==> config.mk <==
export PLATFORM = sky130hd
export DESIGN_NAME = sys_top
export DESIGN_NICKNAME = d
export VERILOG_FILES = /design/src/hdl/sys_pkg.sv /design/src/hdl/sys_bus_xbar.sv /design/src/hdl/gpio_regs.sv /design/src/hdl/timer_regs.sv /design/src/hdl/sys_top.sv
export VERILOG_INCLUDE_DIRS = /design/src /design/src/hdl
export SDC_FILE = /design/constraint.sdc
export NUM_CORES = 1
export LEC_CHECK = 0
export BUFFER_PORTS_ARGS = -buffer_cell sky130_fd_sc_hd__buf_2
export CAP_MARGIN = 10
export CORE_MARGIN = 2
export CORE_UTILIZATION = 60
export CTS_BUF_LIST = sky130_fd_sc_hd__clkbuf_8
export CTS_CLUSTER_DIAMETER = 150
export DETAILED_ROUTE_END_ITERATION = 7
export PLACE_DENSITY_LB_ADDON = 0.08
export SLEW_MARGIN = 5
export SYNTH_ARGS = -nofsm -noshare
export SYNTH_HDL_FRONTEND = slang
export SYNTH_HIERARCHICAL = 1
export SYNTH_SLANG_ARGS = --single-unit
export TNS_END_PERCENT = 50
==> constraint.sdc <==
create_clock -name clk_sys_i -period 6.8 [get_ports clk_sys_i]
set_clock_uncertainty 0.1 [all_clocks]
set_input_delay 2.04 -clock clk_sys_i [delete_from_list [all_inputs] [get_ports clk_sys_i]]
set_output_delay 2.04 -clock clk_sys_i [all_outputs]
set_load 0.005 [all_outputs]
==> src/hdl/sys_defines.svh <==
`ifndef SYS_DEFINES_SVH
`define SYS_DEFINES_SVH

// Bus widths.
`define SYS_DATA_W 32
`define SYS_ADDR_W 32
`define SYS_BE_W   4

// Address split into page and register offset.
`define SYS_OFF_W  8
`define SYS_PAGE_W 24

// GPIO pin counts.
`define SYS_GPI_W 13
`define SYS_GPO_W 24

// Address map, one 256-byte page per device.
`define SYS_GPIO_PAGE  24'h800000
`define SYS_TIMER_PAGE 24'h800001

// Timer compare value out of reset, keeps the interrupt quiet.
`define SYS_CMP_RESET 64'hFFFF_FFFF_FFFF_FFFF

`endif

==> src/hdl/sys_pkg.sv <==
`include "sys_defines.svh"

package sys_pkg;

  //////////////////////////////////////////////////////////////////////
  // Register offset and bus address views.
  //////////////////////////////////////////////////////////////////////

  // Byte offset of a register inside a device page.
  typedef logic [`SYS_OFF_W-1:0] reg_off_t;

  // One bus address word.
  // The raw view is what the host drives.
  // The fields view is what the fabric decodes.
  typedef union packed {
    logic [`SYS_ADDR_W-1:0] raw;
    struct packed {
      logic [`SYS_PAGE_W-1:0] page;
      reg_off_t               off;
    } fields;
  } bus_addr_u;

endpackage

==> src/hdl/sys_bus_xbar.sv <==
`timescale 1ns/10ps

`include "sys_defines.svh"

module sys_bus_xbar (
  input  logic                   clk_sys_i,
  input  logic                   rst_n_i,

  // Host request.
  input  logic                   req_valid_i,
  output logic                   req_ready_o,
  input  logic [`SYS_ADDR_W-1:0] req_addr_i,
  input  logic                   req_we_i,
  input  logic [`SYS_BE_W-1:0]   req_be_i,
  input  logic [`SYS_DATA_W-1:0] req_wdata_i,

  // Host response.
  output logic                   rsp_valid_o,
  input  logic                   rsp_ready_i,
  output logic [`SYS_DATA_W-1:0] rsp_rdata_o,
  output logic                   rsp_err_o,

  // Shared device request lines.
  output logic                   gpio_req_o,
  output logic                   tmr_req_o,
  output logic                   dev_we_o,
  output logic [`SYS_BE_W-1:0]   dev_be_o,
  output sys_pkg::reg_off_t      dev_off_o,
  output logic [`SYS_DATA_W-1:0] dev_wdata_o,

  // Device replies.
  input  logic                   gpio_rvalid_i,
  input  logic [`SYS_DATA_W-1:0] gpio_rdata_i,
  input  logic                   gpio_err_i,
  input  logic                   tmr_rvalid_i,
  input  logic [`SYS_DATA_W-1:0] tmr_rdata_i,
  input  logic                   tmr_err_i
);

  localparam logic [1:0] ST_IDLE = 2'd0;
  localparam logic [1:0] ST_WAIT = 2'd1;
  localparam logic [1:0] ST_RESP = 2'd2;

  logic [1:0]             state_q;
  logic [1:0]             state_d;

  // Captured request.
  sys_pkg::bus_addr_u     addr_q;
  logic                   we_q;
  logic [`SYS_BE_W-1:0]   be_q;
  logic [`SYS_DATA_W-1:0] wdata_q;

  logic                   issue_q;
  logic                   miss_q;
  logic                   gpio_sel;
  logic                   tmr_sel;
  logic                   accept;
  logic                   reply;

  logic [`SYS_DATA_W-1:0] merged_rdata;
  logic                   merged_err;
  logic [`SYS_DATA_W-1:0] rsp_rdata_q;
  logic                   rsp_err_q;

  //////////////////////////////////////////////////////////////////////
  // Page decode and device request.
  //////////////////////////////////////////////////////////////////////

  assign accept   = (state_q == ST_IDLE) & req_valid_i;
  assign gpio_sel = (addr_q.fields.page == `SYS_GPIO_PAGE);
  assign tmr_sel  = (addr_q.fields.page == `SYS_TIMER_PAGE);

  // Request pulse goes out the cycle after acceptance.
  assign gpio_req_o  = issue_q & gpio_sel;
  assign tmr_req_o   = issue_q & tmr_sel;
  assign dev_we_o    = we_q;
  assign dev_be_o    = be_q;
  assign dev_off_o   = addr_q.fields.off;
  assign dev_wdata_o = wdata_q;

  //////////////////////////////////////////////////////////////////////
  // Reply merge.
  //////////////////////////////////////////////////////////////////////

  // A miss answers with the same latency as a real device.
  assign reply = gpio_rvalid_i | tmr_rvalid_i | miss_q;

  always_comb begin
    merged_err = miss_q | (gpio_rvalid_i & gpio_err_i) | (tmr_rvalid_i & tmr_err_i);
    merged_rdata = '0;
    if (gpio_rvalid_i) begin
      merged_rdata = merged_rdata | gpio_rdata_i;
    end
    if (tmr_rvalid_i) begin
      merged_rdata = merged_rdata | tmr_rdata_i;
    end
    // Writes and errors carry no data.
    if (merged_err || we_q) begin
      merged_rdata = '0;
    end
  end

  always_comb begin
    state_d = state_q;
    case (state_q)
      ST_IDLE: if (accept) state_d = ST_WAIT;
      ST_WAIT: if (reply) state_d = ST_RESP;
      ST_RESP: if (rsp_ready_i) state_d = ST_IDLE;
      default: state_d = ST_IDLE;
    endcase
  end

  always_ff @(posedge clk_sys_i) begin
    if (!rst_n_i) begin
      state_q <= ST_IDLE;
      issue_q <= 1'b0;
      miss_q  <= 1'b0;
    end else begin
      state_q <= state_d;
      issue_q <= accept;
      miss_q  <= issue_q & ~gpio_sel & ~tmr_sel;
    end
  end

  always_ff @(posedge clk_sys_i) begin
    if (accept) begin
      addr_q.raw <= req_addr_i;
      we_q       <= req_we_i;
      be_q       <= req_be_i;
      wdata_q    <= req_wdata_i;
    end
    // Held until the host takes it.
    if ((state_q == ST_WAIT) && reply) begin
      rsp_rdata_q <= merged_rdata;
      rsp_err_q   <= merged_err;
    end
  end

  assign req_ready_o = (state_q == ST_IDLE);
  assign rsp_valid_o = (state_q == ST_RESP);
  assign rsp_rdata_o = rsp_rdata_q;
  assign rsp_err_o   = rsp_err_q;

endmodule

==> src/hdl/gpio_regs.sv <==
`timescale 1ns/10ps

`include "sys_defines.svh"

module gpio_regs (
  input  logic                   clk_sys_i,
  input  logic                   rst_n_i,

  input  logic                   dev_req_i,
  input  logic                   dev_we_i,
  input  logic [`SYS_BE_W-1:0]   dev_be_i,
  input  sys_pkg::reg_off_t      dev_off_i,
  input  logic [`SYS_DATA_W-1:0] dev_wdata_i,
  output logic                   dev_rvalid_o,
  output logic [`SYS_DATA_W-1:0] dev_rdata_o,
  output logic                   dev_err_o,

  input  logic [`SYS_GPI_W-1:0]  gp_i,
  output logic [`SYS_GPO_W-1:0]  gp_o
);

  localparam sys_pkg::reg_off_t GPO_OFF = 8'h00;
  localparam sys_pkg::reg_off_t GPI_OFF = 8'h04;

  logic [`SYS_GPO_W-1:0]  gpo_q;
  logic [`SYS_GPI_W-1:0]  gpi_meta_q;
  logic [`SYS_GPI_W-1:0]  gpi_sync_q;
  logic [`SYS_DATA_W-1:0] gpo_word;
  logic                   gpo_wr;

  logic                   rvalid_q;
  logic [`SYS_DATA_W-1:0] rdata_q;
  logic                   err_q;

  assign gpo_wr = dev_req_i & dev_we_i & (dev_off_i == GPO_OFF);

  // Byte lanes merged into the zero-extended output word.
  always_comb begin
    gpo_word = {{(`SYS_DATA_W-`SYS_GPO_W){1'b0}}, gpo_q};
    for (int i = 0; i < `SYS_BE_W; i++) begin
      if (dev_be_i[i]) begin
        gpo_word[8*i +: 8] = dev_wdata_i[8*i +: 8];
      end
    end
  end

  always_ff @(posedge clk_sys_i) begin
    if (!rst_n_i) begin
      gpo_q      <= '0;
      gpi_meta_q <= '0;
      gpi_sync_q <= '0;
      rvalid_q   <= 1'b0;
    end else begin
      if (gpo_wr) begin
        gpo_q <= gpo_word[`SYS_GPO_W-1:0];
      end
      // Two-flop input synchroniser.
      gpi_meta_q <= gp_i;
      gpi_sync_q <= gpi_meta_q;
      rvalid_q   <= dev_req_i;
    end
  end

  // Register read mux, answered one cycle after the request.
  always_ff @(posedge clk_sys_i) begin
    if (dev_req_i) begin
      err_q   <= 1'b0;
      rdata_q <= '0;
      case (dev_off_i)
        GPO_OFF: if (!dev_we_i) rdata_q <= {{(`SYS_DATA_W-`SYS_GPO_W){1'b0}}, gpo_q};
        GPI_OFF: if (!dev_we_i) rdata_q <= {{(`SYS_DATA_W-`SYS_GPI_W){1'b0}}, gpi_sync_q};
        default: err_q <= 1'b1;
      endcase
    end
  end

  assign dev_rvalid_o = rvalid_q;
  assign dev_rdata_o  = rdata_q;
  assign dev_err_o    = err_q;
  assign gp_o         = gpo_q;

endmodule

==> src/hdl/timer_regs.sv <==
`timescale 1ns/10ps

`include "sys_defines.svh"

module timer_regs (
  input  logic                   clk_sys_i,
  input  logic                   rst_n_i,

  input  logic                   dev_req_i,
  input  logic                   dev_we_i,
  input  logic [`SYS_BE_W-1:0]   dev_be_i,
  input  sys_pkg::reg_off_t      dev_off_i,
  input  logic [`SYS_DATA_W-1:0] dev_wdata_i,
  output logic                   dev_rvalid_o,
  output logic [`SYS_DATA_W-1:0] dev_rdata_o,
  output logic                   dev_err_o,

  output logic                   timer_irq_o
);

  localparam sys_pkg::reg_off_t MTIME_LO_OFF = 8'h00;
  localparam sys_pkg::reg_off_t MTIME_HI_OFF = 8'h04;
  localparam sys_pkg::reg_off_t CMP_LO_OFF   = 8'h08;
  localparam sys_pkg::reg_off_t CMP_HI_OFF   = 8'h0C;

  logic [63:0]            mtime_q;
  logic [63:0]            mtime_d;
  logic [63:0]            cmp_q;
  logic [63:0]            cmp_d;
  logic                   irq_q;
  logic                   wr;

  logic                   rvalid_q;
  logic [`SYS_DATA_W-1:0] rdata_q;
  logic                   err_q;

  // Byte-enabled update of one 32-bit half.
  function automatic logic [`SYS_DATA_W-1:0] merge_be(
    input logic [`SYS_DATA_W-1:0] old_val,
    input logic [`SYS_DATA_W-1:0] wdata,
    input logic [`SYS_BE_W-1:0]   be
  );
    logic [`SYS_DATA_W-1:0] res;
    res = old_val;
    for (int i = 0; i < `SYS_BE_W; i++) begin
      if (be[i]) begin
        res[8*i +: 8] = wdata[8*i +: 8];
      end
    end
    return res;
  endfunction

  assign wr = dev_req_i & dev_we_i;

  //////////////////////////////////////////////////////////////////////
  // Counter and compare update.
  //////////////////////////////////////////////////////////////////////

  always_comb begin
    // A counter write replaces this cycle's increment.
    mtime_d = mtime_q + 64'd1;
    cmp_d   = cmp_q;
    if (wr) begin
      case (dev_off_i)
        MTIME_LO_OFF: mtime_d = {mtime_q[63:32], merge_be(mtime_q[31:0], dev_wdata_i, dev_be_i)};
        MTIME_HI_OFF: mtime_d = {merge_be(mtime_q[63:32], dev_wdata_i, dev_be_i), mtime_q[31:0]};
        CMP_LO_OFF:   cmp_d   = {cmp_q[63:32], merge_be(cmp_q[31:0], dev_wdata_i, dev_be_i)};
        CMP_HI_OFF:   cmp_d   = {merge_be(cmp_q[63:32], dev_wdata_i, dev_be_i), cmp_q[31:0]};
        default:      cmp_d   = cmp_q;
      endcase
    end
  end

  always_ff @(posedge clk_sys_i) begin
    if (!rst_n_i) begin
      mtime_q  <= '0;
      cmp_q    <= `SYS_CMP_RESET;
      irq_q    <= 1'b0;
      rvalid_q <= 1'b0;
    end else begin
      mtime_q  <= mtime_d;
      cmp_q    <= cmp_d;
      irq_q    <= (mtime_q >= cmp_q);
      rvalid_q <= dev_req_i;
    end
  end

  // Register read, one cycle after the request.
  always_ff @(posedge clk_sys_i) begin
    if (dev_req_i) begin
      err_q <= 1'b0;
      case (dev_off_i)
        MTIME_LO_OFF: rdata_q <= mtime_q[31:0];
        MTIME_HI_OFF: rdata_q <= mtime_q[63:32];
        CMP_LO_OFF:   rdata_q <= cmp_q[31:0];
        CMP_HI_OFF:   rdata_q <= cmp_q[63:32];
        default: begin
          rdata_q <= '0;
          err_q   <= 1'b1;
        end
      endcase
    end
  end

  assign dev_rvalid_o = rvalid_q;
  assign dev_rdata_o  = rdata_q;
  assign dev_err_o    = err_q;
  assign timer_irq_o  = irq_q;

endmodule

==> src/hdl/sys_top.sv <==
`timescale 1ns/10ps

`include "sys_defines.svh"

module sys_top (
  input  logic                   clk_sys_i,
  input  logic                   rst_n_i,

  // Host port.
  input  logic                   req_valid_i,
  output logic                   req_ready_o,
  input  logic [`SYS_ADDR_W-1:0] req_addr_i,
  input  logic                   req_we_i,
  input  logic [`SYS_BE_W-1:0]   req_be_i,
  input  logic [`SYS_DATA_W-1:0] req_wdata_i,
  output logic                   rsp_valid_o,
  input  logic                   rsp_ready_i,
  output logic [`SYS_DATA_W-1:0] rsp_rdata_o,
  output logic                   rsp_err_o,

  // Pins and interrupt.
  input  logic [`SYS_GPI_W-1:0]  gp_i,
  output logic [`SYS_GPO_W-1:0]  gp_o,
  output logic                   timer_irq_o
);

  //////////////////////////////////////////////////////////////////////
  // Fabric to device wiring.
  //////////////////////////////////////////////////////////////////////

  logic                   gpio_req;
  logic                   tmr_req;
  logic                   dev_we;
  logic [`SYS_BE_W-1:0]   dev_be;
  sys_pkg::reg_off_t      dev_off;
  logic [`SYS_DATA_W-1:0] dev_wdata;

  logic                   gpio_rvalid;
  logic [`SYS_DATA_W-1:0] gpio_rdata;
  logic                   gpio_err;
  logic                   tmr_rvalid;
  logic [`SYS_DATA_W-1:0] tmr_rdata;
  logic                   tmr_err;

  sys_bus_xbar u_xbar (
    .clk_sys_i     (clk_sys_i),
    .rst_n_i       (rst_n_i),
    .req_valid_i   (req_valid_i),
    .req_ready_o   (req_ready_o),
    .req_addr_i    (req_addr_i),
    .req_we_i      (req_we_i),
    .req_be_i      (req_be_i),
    .req_wdata_i   (req_wdata_i),
    .rsp_valid_o   (rsp_valid_o),
    .rsp_ready_i   (rsp_ready_i),
    .rsp_rdata_o   (rsp_rdata_o),
    .rsp_err_o     (rsp_err_o),
    .gpio_req_o    (gpio_req),
    .tmr_req_o     (tmr_req),
    .dev_we_o      (dev_we),
    .dev_be_o      (dev_be),
    .dev_off_o     (dev_off),
    .dev_wdata_o   (dev_wdata),
    .gpio_rvalid_i (gpio_rvalid),
    .gpio_rdata_i  (gpio_rdata),
    .gpio_err_i    (gpio_err),
    .tmr_rvalid_i  (tmr_rvalid),
    .tmr_rdata_i   (tmr_rdata),
    .tmr_err_i     (tmr_err)
  );

  gpio_regs u_gpio (
    .clk_sys_i    (clk_sys_i),
    .rst_n_i      (rst_n_i),
    .dev_req_i    (gpio_req),
    .dev_we_i     (dev_we),
    .dev_be_i     (dev_be),
    .dev_off_i    (dev_off),
    .dev_wdata_i  (dev_wdata),
    .dev_rvalid_o (gpio_rvalid),
    .dev_rdata_o  (gpio_rdata),
    .dev_err_o    (gpio_err),
    .gp_i         (gp_i),
    .gp_o         (gp_o)
  );

  timer_regs u_timer (
    .clk_sys_i    (clk_sys_i),
    .rst_n_i      (rst_n_i),
    .dev_req_i    (tmr_req),
    .dev_we_i     (dev_we),
    .dev_be_i     (dev_be),
    .dev_off_i    (dev_off),
    .dev_wdata_i  (dev_wdata),
    .dev_rvalid_o (tmr_rvalid),
    .dev_rdata_o  (tmr_rdata),
    .dev_err_o    (tmr_err),
    .timer_irq_o  (timer_irq_o)
  );

endmodule

==> impl_metrics.ini <==
[outcome]
status = completed

[worst_hold_path]
hp-class = reg2reg
min_path_cells = 1

[worst_setup_path]
crit_path_end_kind = register
cp_max_fo = 36
required_ns = 7.21
crit_arrival_ns = 4.47
worstSetupPathType = reg2reg
cp-start-kind = register
r2r_cells = 11

[synthesis]
yosysWarnings = 6
synth-edff-count = 160
postSynthAreaPerCell_um2 = 10.53
synth_area_mm2 = 0.01696
netlist_instances = 1611
ys_ff_latch = 345
yosysSeqAreaShare_pct = 50.17
async_flop_share_pct = 0
ys_types = 81
synth-main-ff-cell = dfxtp_1

[layout]
final_cells = 2159
layout-drive-gt1-share_pct = 18.43
area_delta_synth_final_pct = 10.70
nNetsFinal = 1884
fillers = 2228
layout_commonest_cell = nand2_1
layout_common_cells = 195 x nand2_1, 185 x dfxtp_1, 160 x edfxtp_1
stdcell_area_mm2 = 0.01877

[timing]
setup_viol_count_final = 0
hold_viol_final = 0
setup_tns_ns = 0
fmax_mhz = 246.2
period_needed_ns = 4.061
rsz0062_at_grt = false
worstMarginPinSlew_ns = 1.166
relSlewSlack_pct = 21.58
finalCritPeriodShare_pct = 59.72
slew_violations = 0
fin_ws_ns = 2.739

[global_route]
top_usage_layer = met2
grt.overflow.total = 0
grt_use_total_pct = 29.40
grtUsageMet2_pct = 44.61
grt_max_degree = 122
grt_pass1_wl_mm = 67.18
antenna_found_initial = 2
use_met1_pct = 42.73
grtUsageMet3_pct = 6.821
first_global_vias = 12060

[flow_run]
drv_cap = 0

[clocking]
cts_buffers = 57
worstSkewPairLatency_ns = 0.59
post_cts_resized = 0
cts_sinks = 345
tritoncts = yes
cts.hold.buffers_added = 0
clock_path_buffers = 3
clkTransAtPathRegs_ns = 0.06
cts-root-buf = clkbuf_8
htree_levels = 2
post-cts-setup-buffer-count = 0

[floorplanning]
coreArea_mm2 = 0.02778
die_w_um = 172.1
ios = 146
die_area_mm2 = 0.02963
fp-row-count = 61
die_h_um = 172.1
initial_core_util_pct = 61.05

[drt]
wl_mm = 43.85
drt_first_pass_iters = 5
vias_per_cell = 6.141
wl_per_cell_um = 20.31
ant_nets = 0
drtIter0Drc = 1133
vias = 13260
drc = 0

[placed_design]
gp_congestion = 0.8990
dp_hpwl_mm = 30.45
pre_cts_ws_ns = 2.829
io_buffers = 145
placed_cell_area_mm2 = 0.01775
dp.cells = 2052

[pwr]
power.density_mw_per_mm2 = 216.4
ir_drop_uv = 180.7
p_leak_nw = 7.983
## cell usage after synthesis, types with 5 or more instances
cell type  number  area share [%]
nor4_1         15            0.55
nor2b_1         6            0.22
o21ai_0        42             1.2
nand2_1       195             4.3
nor3_1         18            0.53
buf_4          22            0.97
nor2_4         30             2.0
buf_6           7            0.46
a221oi_1        6            0.31
a211oi_1       20            0.89
dfxtp_1       185              22
o211ai_1       23             1.0
o221ai_1        5            0.26
and2_1         50             1.8
o21a_1         11            0.49
a311oi_1        5            0.26
a21oi_1        63             1.9
and3_1         57             2.1
mux4_2         32             4.2
a2bb2oi_1       5            0.26
xor2_1          7            0.36
buf_2          19            0.56
o311ai_0        5            0.26
and4_1          9            0.46
buf_1           5            0.11
inv_1          81             1.8
a22oi_1        37             1.6
ha_1           65             4.8
clkbuf_1       51             1.1
or4_1           7            0.31
mux2i_1        43             2.5
a41oi_1         5            0.26
edfxtp_1      160              28
or3_1           8            0.30
nand4_1        32             1.2
nor2_1         63             1.4
nand3_1       125             3.7
a31oi_1        15            0.55
## critical path, stage by stage (launching register included)
cell and delay [ns]:
edfxtp_1 0.37, nor4_1 0.35, nand4_1 0.32, nor3_2 0.26, buf_4 0.44, and3b_1 0.26
nand3_2 0.53, buf_4 0.49, nor2_1 0.44, nand2_1 0.11, o31a_1 0.11, a21oi_1 0.14
## routing by layer
metal | up-vias | wire length [µm]
met5 | - | 0
met4 | 0 | 859
met3 | 68 | 4203
met2 | 618 | 19650
met1 | 6380 | 19140
li1 | 6193 | -
## cell families after synthesis
group	share of synthesized area, %
adder cells (fa/ha/maj)	4.795
multiplexers	7.119
XOR/XNOR	0.3615
buffers and inverters	5.415
AND/OR/NAND/NOR	21.34
flip-flops	50.17
AO/OA/AOI/OAI	10.78
other	0.02211
## flip-flops by register name (all words and copies together) (netlist names), 2 cells and up
name	count
u_timer/cmp_q	64
u_gpio/gp_o	24
u_xbar/dev_wdata_o	32
u_xbar/rsp_rdata_o	32
u_xbar/addr_q	32
u_timer/mtime_q	64
u_gpio/gpi_meta_q	13
u_gpio/gpi_sync_q	13
u_xbar/state_q	2
u_gpio/dev_rdata_o	24
u_timer/dev_rdata_o	32
u_xbar/dev_be_o	4
## area by class of cell
cell class	instances	area (µm²)	area share, %
Antenna cell	1	2.502	0.01333
Clock buffer	60	825.8	4.399
Clock inverter	46	187.7	0.9997
Inverter	81	304.0	1.619
Multi-Input combinational cell	1084	7590	40.43
Sequential cell	345	8508	45.32
Tap cell	378	473.0	2.519
Timing Repair Buffer	164	883.3	4.705
## worst paths after layout
check | start | to | slack, ns
worst max-delay path | u_xbar/addr_q[21] | u_timer/mtime_q[49] | 2.74
worst min-delay path | u_gpio/gpi_meta_q[3] | u_gpio/gpi_sync_q[3] | 0.33
worst max register to register | u_xbar/addr_q[21] | u_timer/mtime_q[49] | 2.74
worst min register to register | u_gpio/gpi_meta_q[3] | u_gpio/gpi_sync_q[3] | 0.33
## report_power, final
group | total [mW] | internal (mW) | switching [mW] | leakage [nW]
clock network | 1.63 | 0.814 | 0.815 | 0.612
registers | 2.26 | 2.21 | 0.0460 | 2.88
logic | 0.178 | 0.0675 | 0.110 | 4.49
## through the flow
| stage | hold WS, ns | util [%] | total power, mW |
|---|---|---|---|
| finish | 0.3298 | 67.58 | 4.062 |
| global route | 0.3415 | 67.57 | 4.196 |
| CTS | 0.3351 | 67.55 | 4.083 |
| detailed placement | 0.3201 | 63.90 | 2.475 |
| global placement | 0.3189 | 63.90 | 2.471 |
| floorplan | 0.3119 | - | 2.401 |
Power figures use the tool's default switching activity.
